===== src/rtl/rf_types_pkg.sv =====
//////////////////////////////
// Geometry and data types of the register file
// Entry count, word and byte-lane widths, and the binary address and
// one-hot select word types shared by every RTL block
//////////////////////////////

package rf_types_pkg;

   // Array geometry
   localparam int DEPTH  = 32;
   localparam int WORD_W = 16;
   localparam int BYTE_W = 8;

   // Binary entry address
   typedef logic [$clog2(DEPTH)-1:0] addr_t;

   // Data word and one byte lane of it
   typedef logic [WORD_W-1:0] word_t;
   typedef logic [BYTE_W-1:0] byte_t;

   // One-hot select, one bit per entry, entry 31 in the top bit
   typedef logic [DEPTH-1:0] sel_t;

endpackage


===== src/rtl/rf_port_pkg.sv =====
//////////////////////////////
// Port-level definitions of the register file
// Read-port count, per-read-port mask and the error and conflict
// status word with its bit positions
//////////////////////////////

package rf_port_pkg;

   localparam int N_RD = 3;

   // Bit 0 is port A, bit 1 port B, bit 2 port C
   typedef logic [N_RD-1:0] rd_mask_t;

   typedef logic [9:0] status_t;

   // Address errors
   localparam int ST_RA_ERR      = 0;
   localparam int ST_RB_ERR      = 1;
   localparam int ST_RC_ERR      = 2;
   localparam int ST_WO_ERR      = 3;
   localparam int ST_WIX_ERR     = 4;
   localparam int ST_WIY_ERR     = 5;
   // Conflicts
   localparam int ST_WR_CONFLICT = 6;
   localparam int ST_A_CONFLICT  = 7;
   localparam int ST_B_CONFLICT  = 8;
   localparam int ST_C_CONFLICT  = 9;

endpackage


===== src/rtl/onehot_addr_decode.sv =====
//////////////////////////////
// Dual-rail one-hot address decoder
// Checks a select word against its complement word and encodes the
// single set bit to a binary address; purely combinational
//////////////////////////////

module onehot_addr_decode #(
   parameter int SEL_W      = 32,
   parameter bit ALLOW_IDLE = 1'b0
) (
   input  rf_types_pkg::sel_t  sel,
   input  rf_types_pkg::sel_t  sel_b,
   output rf_types_pkg::addr_t addr,
   output logic                hit,
   output logic                err
);

   logic                pair_ok;
   logic                one_hot;
   logic                idle;
   rf_types_pkg::addr_t enc;

   // Both rails must be exact inverses over the used width
   assign pair_ok = (sel_b[SEL_W-1:0] == ~sel[SEL_W-1:0]);

   // Non-zero with no second bit set
   assign one_hot = (sel[SEL_W-1:0] != '0) &&
                    ((sel & (sel - rf_types_pkg::sel_t'(1))) == '0);

   assign idle = (sel[SEL_W-1:0] == '0) && (sel_b[SEL_W-1:0] == '1);

   // OR encoder that is exact only when a single bit is set
   always_comb begin
      enc = '0;
      for (int i = 0; i < SEL_W; i++) begin
         if (sel[i]) begin
            enc = enc | rf_types_pkg::addr_t'(i);
         end
      end
   end

   assign hit  = pair_ok && one_hot;
   assign addr = hit ? enc : '0;

   // Idle is silent only on ports that may idle
   assign err = !hit && !(ALLOW_IDLE && idle);

endmodule


===== src/rtl/rf_hazard_ctrl.sv =====
//////////////////////////////
// Hazard and error control
// Turns decoded addresses, hits and errors into write enables and a
// read zero mask, and registers the ten status flags each cycle
//////////////////////////////

module rf_hazard_ctrl (
   input  logic                   clk,
   input  logic                   reset,
   input  rf_types_pkg::addr_t    ra_addr,
   input  rf_types_pkg::addr_t    rb_addr,
   input  rf_types_pkg::addr_t    rc_addr,
   input  rf_types_pkg::addr_t    wo_addr,
   input  rf_types_pkg::addr_t    wix_addr,
   input  rf_types_pkg::addr_t    wiy_addr,
   input  logic                   ra_err,
   input  logic                   rb_err,
   input  logic                   rc_err,
   input  logic                   wo_hit,
   input  logic                   wix_hit,
   input  logic                   wiy_hit,
   input  logic                   wo_err,
   input  logic                   wix_err,
   input  logic                   wiy_err,
   output logic                   wo_we,
   output logic                   wix_we,
   output logic                   wiy_we,
   output rf_port_pkg::rd_mask_t  rd_zero,
   output rf_port_pkg::status_t   status
);

   logic                 o_ix_clash;
   logic                 o_iy_clash;
   logic                 wr_conflict;
   logic                 ra_conf;
   logic                 rb_conf;
   logic                 rc_conf;
   rf_port_pkg::status_t status_d;

   // Full-word port against either byte port on the same entry
   // IX and IY may share an entry since their lanes are disjoint
   assign o_ix_clash  = wo_hit && wix_hit && (wo_addr == wix_addr);
   assign o_iy_clash  = wo_hit && wiy_hit && (wo_addr == wiy_addr);
   assign wr_conflict = o_ix_clash || o_iy_clash;

   // A conflict blocks every write of the cycle
   // A hit from the decoder already excludes an address error
   assign wo_we  = wo_hit && !wr_conflict;
   assign wix_we = wix_hit && !wr_conflict;
   assign wiy_we = wiy_hit && !wr_conflict;

   // Read against any write that actually goes ahead this edge
   assign ra_conf = !ra_err && ((wo_we && (ra_addr == wo_addr)) ||
                                (wix_we && (ra_addr == wix_addr)) ||
                                (wiy_we && (ra_addr == wiy_addr)));
   assign rb_conf = !rb_err && ((wo_we && (rb_addr == wo_addr)) ||
                                (wix_we && (rb_addr == wix_addr)) ||
                                (wiy_we && (rb_addr == wiy_addr)));
   assign rc_conf = !rc_err && ((wo_we && (rc_addr == wo_addr)) ||
                                (wix_we && (rc_addr == wix_addr)) ||
                                (wiy_we && (rc_addr == wiy_addr)));

   assign rd_zero = {rc_err || rc_conf, rb_err || rb_conf, ra_err || ra_conf};

   always_comb begin
      status_d = '0;
      status_d[rf_port_pkg::ST_RA_ERR]      = ra_err;
      status_d[rf_port_pkg::ST_RB_ERR]      = rb_err;
      status_d[rf_port_pkg::ST_RC_ERR]      = rc_err;
      status_d[rf_port_pkg::ST_WO_ERR]      = wo_err;
      status_d[rf_port_pkg::ST_WIX_ERR]     = wix_err;
      status_d[rf_port_pkg::ST_WIY_ERR]     = wiy_err;
      status_d[rf_port_pkg::ST_WR_CONFLICT] = wr_conflict;
      status_d[rf_port_pkg::ST_A_CONFLICT]  = ra_conf;
      status_d[rf_port_pkg::ST_B_CONFLICT]  = rb_conf;
      status_d[rf_port_pkg::ST_C_CONFLICT]  = rc_conf;
   end

   // Flags hold for one cycle, aligned with the read outputs
   always_ff @(posedge clk) begin
      if (reset) begin
         status <= '0;
      end else begin
         status <= status_d;
      end
   end

endmodule


===== src/rtl/rf_storage.sv =====
//////////////////////////////
// Register file array
// One full-word write port, two byte-lane write ports on d1 and three
// registered read ports returning the contents from before the edge
//////////////////////////////

module rf_storage #(
   parameter int DEPTH = 32
) (
   input  logic                  clk,
   input  logic                  reset,
   input  logic                  wo_we,
   input  logic                  wix_we,
   input  logic                  wiy_we,
   input  rf_types_pkg::addr_t   wo_addr,
   input  rf_types_pkg::addr_t   wix_addr,
   input  rf_types_pkg::addr_t   wiy_addr,
   input  rf_types_pkg::word_t   d0,
   input  rf_types_pkg::word_t   d1,
   input  rf_types_pkg::addr_t   ra_addr,
   input  rf_types_pkg::addr_t   rb_addr,
   input  rf_types_pkg::addr_t   rc_addr,
   input  rf_port_pkg::rd_mask_t rd_zero,
   output rf_types_pkg::word_t   a,
   output rf_types_pkg::word_t   b,
   output rf_types_pkg::word_t   c
);

   localparam int BW = rf_types_pkg::BYTE_W;
   localparam int WW = rf_types_pkg::WORD_W;

   rf_types_pkg::word_t mem [DEPTH];
   rf_types_pkg::byte_t d1_lo;
   rf_types_pkg::byte_t d1_hi;

   assign d1_lo = d1[BW-1:0];
   assign d1_hi = d1[WW-1:BW];

   // Control guarantees O never shares an entry with IX or IY here
   always_ff @(posedge clk) begin
      if (wo_we) begin
         mem[wo_addr] <= d0;
      end
      if (wix_we) begin
         mem[wix_addr][BW-1:0] <= d1_lo;
      end
      if (wiy_we) begin
         mem[wiy_addr][WW-1:BW] <= d1_hi;
      end
   end

   // Reads sample the array before this edge's writes land
   always_ff @(posedge clk) begin
      if (reset) begin
         a <= '0;
         b <= '0;
         c <= '0;
      end else begin
         a <= rd_zero[0] ? '0 : mem[ra_addr];
         b <= rd_zero[1] ? '0 : mem[rb_addr];
         c <= rd_zero[2] ? '0 : mem[rc_addr];
      end
   end

endmodule


===== src/rtl/rf3r2w_top.sv =====
//////////////////////////////
// 32 x 16 register file, three read ports and three write ports
// Every port is addressed by a dual-rail one-hot select pair; results
// and status appear one cycle after the inputs are sampled
//////////////////////////////

module rf3r2w_top #(
   parameter int DEPTH = rf_types_pkg::DEPTH
) (
   input  logic                 clk,
   input  logic                 reset,
   input  rf_types_pkg::sel_t   ra_sel,
   input  rf_types_pkg::sel_t   ra_sel_b,
   input  rf_types_pkg::sel_t   rb_sel,
   input  rf_types_pkg::sel_t   rb_sel_b,
   input  rf_types_pkg::sel_t   rc_sel,
   input  rf_types_pkg::sel_t   rc_sel_b,
   input  rf_types_pkg::sel_t   wo_sel,
   input  rf_types_pkg::sel_t   wo_sel_b,
   input  rf_types_pkg::sel_t   wix_sel,
   input  rf_types_pkg::sel_t   wix_sel_b,
   input  rf_types_pkg::sel_t   wiy_sel,
   input  rf_types_pkg::sel_t   wiy_sel_b,
   input  rf_types_pkg::word_t  d0,
   input  rf_types_pkg::word_t  d1,
   output rf_types_pkg::word_t  a,
   output rf_types_pkg::word_t  b,
   output rf_types_pkg::word_t  c,
   output rf_port_pkg::status_t status
);

   rf_types_pkg::addr_t   ra_addr, rb_addr, rc_addr;
   rf_types_pkg::addr_t   wo_addr, wix_addr, wiy_addr;
   logic                  ra_err, rb_err, rc_err;
   logic                  wo_hit, wix_hit, wiy_hit;
   logic                  wo_err, wix_err, wiy_err;
   logic                  wo_we, wix_we, wiy_we;
   rf_port_pkg::rd_mask_t rd_zero;

   // Read ports have no idle code, so only their error is used
   onehot_addr_decode #(.SEL_W(DEPTH), .ALLOW_IDLE(1'b0)) u_dec_ra (
      .sel(ra_sel), .sel_b(ra_sel_b), .addr(ra_addr), .hit(), .err(ra_err)
   );
   onehot_addr_decode #(.SEL_W(DEPTH), .ALLOW_IDLE(1'b0)) u_dec_rb (
      .sel(rb_sel), .sel_b(rb_sel_b), .addr(rb_addr), .hit(), .err(rb_err)
   );
   onehot_addr_decode #(.SEL_W(DEPTH), .ALLOW_IDLE(1'b0)) u_dec_rc (
      .sel(rc_sel), .sel_b(rc_sel_b), .addr(rc_addr), .hit(), .err(rc_err)
   );

   onehot_addr_decode #(.SEL_W(DEPTH), .ALLOW_IDLE(1'b1)) u_dec_wo (
      .sel(wo_sel), .sel_b(wo_sel_b), .addr(wo_addr), .hit(wo_hit), .err(wo_err)
   );
   onehot_addr_decode #(.SEL_W(DEPTH), .ALLOW_IDLE(1'b1)) u_dec_wix (
      .sel(wix_sel), .sel_b(wix_sel_b), .addr(wix_addr), .hit(wix_hit), .err(wix_err)
   );
   onehot_addr_decode #(.SEL_W(DEPTH), .ALLOW_IDLE(1'b1)) u_dec_wiy (
      .sel(wiy_sel), .sel_b(wiy_sel_b), .addr(wiy_addr), .hit(wiy_hit), .err(wiy_err)
   );

   rf_hazard_ctrl u_ctrl (
      .clk      (clk),
      .reset    (reset),
      .ra_addr  (ra_addr),
      .rb_addr  (rb_addr),
      .rc_addr  (rc_addr),
      .wo_addr  (wo_addr),
      .wix_addr (wix_addr),
      .wiy_addr (wiy_addr),
      .ra_err   (ra_err),
      .rb_err   (rb_err),
      .rc_err   (rc_err),
      .wo_hit   (wo_hit),
      .wix_hit  (wix_hit),
      .wiy_hit  (wiy_hit),
      .wo_err   (wo_err),
      .wix_err  (wix_err),
      .wiy_err  (wiy_err),
      .wo_we    (wo_we),
      .wix_we   (wix_we),
      .wiy_we   (wiy_we),
      .rd_zero  (rd_zero),
      .status   (status)
   );

   rf_storage #(.DEPTH(DEPTH)) u_storage (
      .clk      (clk),
      .reset    (reset),
      .wo_we    (wo_we),
      .wix_we   (wix_we),
      .wiy_we   (wiy_we),
      .wo_addr  (wo_addr),
      .wix_addr (wix_addr),
      .wiy_addr (wiy_addr),
      .d0       (d0),
      .d1       (d1),
      .ra_addr  (ra_addr),
      .rb_addr  (rb_addr),
      .rc_addr  (rc_addr),
      .rd_zero  (rd_zero),
      .a        (a),
      .b        (b),
      .c        (c)
   );

endmodule


===== config.mk =====
export PLATFORM = sky130hd
export DESIGN_NAME = rf3r2w_top
export DESIGN_NICKNAME = d
export VERILOG_FILES = /design/src/rtl/rf_types_pkg.sv /design/src/rtl/rf_port_pkg.sv /design/src/rtl/onehot_addr_decode.sv /design/src/rtl/rf_hazard_ctrl.sv /design/src/rtl/rf_storage.sv /design/src/rtl/rf3r2w_top.sv
export SDC_FILE = /design/constraint.sdc
export NUM_CORES = 2
export LEC_CHECK = 0
export ABC_AREA = 0
export BUFFER_PORTS_ARGS = -buffer_cell sky130_fd_sc_hd__buf_2
export CORE_MARGIN = 4
export CORE_UTILIZATION = 45
export CTS_CLUSTER_DIAMETER = 150
export DETAILED_ROUTE_END_ITERATION = 8
export SYNTH_ARGS = -nofsm -noshare
export SYNTH_HDL_FRONTEND = slang
export SYNTH_HIERARCHICAL = 1
export SYNTH_SLANG_ARGS = --single-unit

===== constraint.sdc =====
create_clock -name clk -period 6.6 [get_ports clk]
set_input_delay 0.66 -clock clk [delete_from_list [all_inputs] [get_ports clk]]
set_output_delay 0.66 -clock clk [all_outputs]
set_load 0.05 [all_outputs]

==> impl_metrics.csv <==
group,metric,value,unit
sta,fin_crit_sh,89.3,%
setup_path,start_kind,"primary input",
final_layout,final_cell_count_no_fill,5063,
detailed_routing,drc,0,
setup_path,max_stage_delay,0.77,ns
power_and_ir_drop,worst_ir_drop_vdd,0.155,mV
die,design.core.area,96600,um^2
synthesis,syn_area_per_cell,13.1,um^2
setup_path,cpMaxStageDelayCell,"nor3b_1",
clock_network,cts_tree,"built",
global_route,grt_use_met1,43.5,%
clock_network,clk_pin_slew,0.06,ns
synthesis,syn_inst,3336,
setup_path,crit_top_cell,"nand2_1",
global_route,grt.overflow.total,0,
detailed_routing,routed_wl,167000,um
clock_network,cts_max_path_buffers,3,
place,gp_congestion,0.972,
setup_path,crit_type,"in2reg",
sta,layout_setup_ws,0.703,ns
final_layout,nets,4144,
detailed_routing,dr.pass1.iters,9,
setup_path,end_kind,"register",
place,dp_slack,0.306,ns
clock_network,cts_root_buffer,"clkbuf_16",
setup_path,critPathLaunch,"wo_sel[5]",
die,die_y,320,um
clock_network,cts_hold_buffers,0,
global_route,grt_pass1_vias,33700,
synthesis,syn-num-nets,3754,
global_route,grt_pass1_wl,239000,um
global_route,grt_busiest_layer,"met2",
global_route,grtUsageMet2,49.2,%
power_and_ir_drop,clock_power_share,44.9,%
setup_path,cp_top_family,"simple AND/OR/NAND/NOR gates",
place,dp_hpwl,119000,um
detailed_routing,viasPerCell,6.91,
sta,hold_viol_final,0,
sta,max_slew_margin,6.84,%
power_and_ir_drop,leakagePower,16.6,nW
power_and_ir_drop,seqPwrFrac,46.5,%
setup_path,crit_end,"u_storage/mem[16][1]",
setup_path,crit_buf_inv,2,
global_route,antenna_found_initial,11,
sta,maxSlewViolCount,0,
clock_network,cts_setup_buffers,0,
sta,maxClockFrequency,170,MHz
sta,setup_tns,0,ns
power_and_ir_drop,internal_power,6.49,mW
detailed_routing,drtIter0Drc,5076,
sta,fin_crit,5.90,ns
die,start_util,45.3,%
place,dp.cells,4933,
final_layout,drive_above_1_share,40.4,%
sta,tightest_slew,1.38,ns
die,die_x,320,um
place,port_buffers,475,
global_route,use_met3,7.78,%
setup_path,cp_num_cells,16,
global_route,grt_max_degree,81,
hold_path,min_delay_path_depth,2,
setup_path,path_cells,"buf_2 -> or4_4 -> or3_4 -> or3_1 -> o41a_1 -> nor4_2 -> nand4_2 -> a41oi_1 -> buf_4 -> xnor2_1 -> nand4_1 -> o22a_1 -> and2_1 -> nor3b_1 -> nand2_1 -> nand2_1",
detailed_routing,postRouteAntennaNets,0,
flow_run,cap_violations,0,
clock_network,cts_sinks,570,
setup_path,r2r_slack,4.62,ns
hold_path,hold_class,"in2reg",
detailed_routing,drt-wirelength-per-cell,33.0,um
power_and_ir_drop,power_density,171,nW/um^2
die,dieArea,102000,um^2
synthesis,synth_area,43700,um^2
setup_path,critPathMaxFanout,13,
setup_path,r2r_start,"u_storage/mem[5][9]",
setup_path,r2r_cells,4,
sta,clock_skew,0.0196,ns
setup_path,rr_endpoint,"u_storage/b[9]",
global_route,grt_use_total,31.5,%
clock_network,cts_buffers,67,
clock_network,cts-resized-gates,0,
die,io_pins,476,
power_and_ir_drop,comb_power_share,8.6,%
power_and_ir_drop,power,8.44,mW
outcome,status,"finished clean",
final_layout,syn_to_final_growth,12.8,%
power_and_ir_drop,swShare,23.1,%
power_and_ir_drop,switching_power,1.95,mW
setup_path,crit_arrival,6.16,ns
synthesis,yosysWarnings,6,
sta,finalSetupViolCount,0,
detailed_routing,vias,35000,
clock_network,clkLatencyLatePin,0.60,ns
clock_network,ctsHtreeMaxLevel,3,
sta,rsz0062_at_grt,"no",
setup_path,required,6.86,ns
die,row_count,114,
## layout make-up
class	count	area [um^2]
antenna	9	22.5
clock buffer	94	1930
clock inverter	27	280
fill	8469	47200
inverter	25	93.8
multi-input combinational	2463	25500
sequential	570	16500
tap	1276	1600
timing repair buffer	599	3430
## per-stage QoR
step | hold WS, ns | util (%) | area, um^2
after detailed placement | 0.825 | 48.8 | 47100
after global placement | 0.804 | 48.8 | 47100
final | 0.499 | 51.1 | 49300
after floorplan | 0.713 | - | 43700
after global routing | 0.510 | 51.1 | 49300
after CTS | 0.470 | 51.1 | 49300
## power by group through the flow
stage          registers, mW  logic, mW  clock network, mW
2_1_floorplan           4.01      0.351                  0
3_3_place_gp            4.00      0.698                  0
3_5_place_dp            4.00      0.705                  0
4_1_cts                 3.93      0.708               3.83
5_1_grt                 3.93      0.777               3.97
6_report                3.93      0.724               3.79
## cells in the final DEF, fill, tap and decap left out, types with 17 or more instances in the layout
master and n:
edfxtp_1 512, buf_2 475, mux2_2 465, mux4_2 249
xor2_1 203, mux2i_1 196, nand2_1 171, buf_4 114
o21ai_0 109, mux4_1 87, nor4_1 86, nand4_1 84
nor2_1 81, clkbuf_16 73, a31oi_1 67, dfxtp_1 58
a221o_1 49, a22oi_1 48, nor3_1 47, mux2_1 47
a221oi_1 33, nand3_1 32, xnor2_1 29, or3_1 28
a21oi_1 23, or4_1 22, inv_1 22, clkbuf_1 19
nor2_2 19, nor4_2 18, o31ai_1 17
## worst min-delay path by stage
stage	startpoint	to	slack [ns]
CTS	reset	u_ctrl/status[3]	0.47
finish	reset	u_ctrl/status[3]	0.50
floorplan	u_storage/mem[26][14]	u_storage/b[14]	0.71
global route	reset	u_ctrl/status[5]	0.51
detailed placement	u_storage/mem[17][7]	u_storage/a[7]	0.82
global placement	u_storage/mem[23][7]	u_storage/b[7]	0.80
## layer usage
metal	vias to the layer above	wire length (um)	part of all wire [%]
met5	-	13	0.0078
met4	2	5710	3.4
met3	369	17500	11
met2	2196	76400	46
met1	17900	67300	40
li1	14600	-	-
## worst register-to-register path, stage by stage, from the launching register on
cell and delay (ns):
edfxtp_1 0.44, mux4_1 0.53, mux2i_1 0.51, a221o_1 0.30, a31oi_1 0.06
## registers in the layout, indices dropped and copies added (netlist names)
name and flops:
u_storage/mem 512, u_ctrl/status 10, u_storage/b 16, u_storage/c 16
u_storage/a 16
No activity file was read; power rests on OpenSTA's default activity.
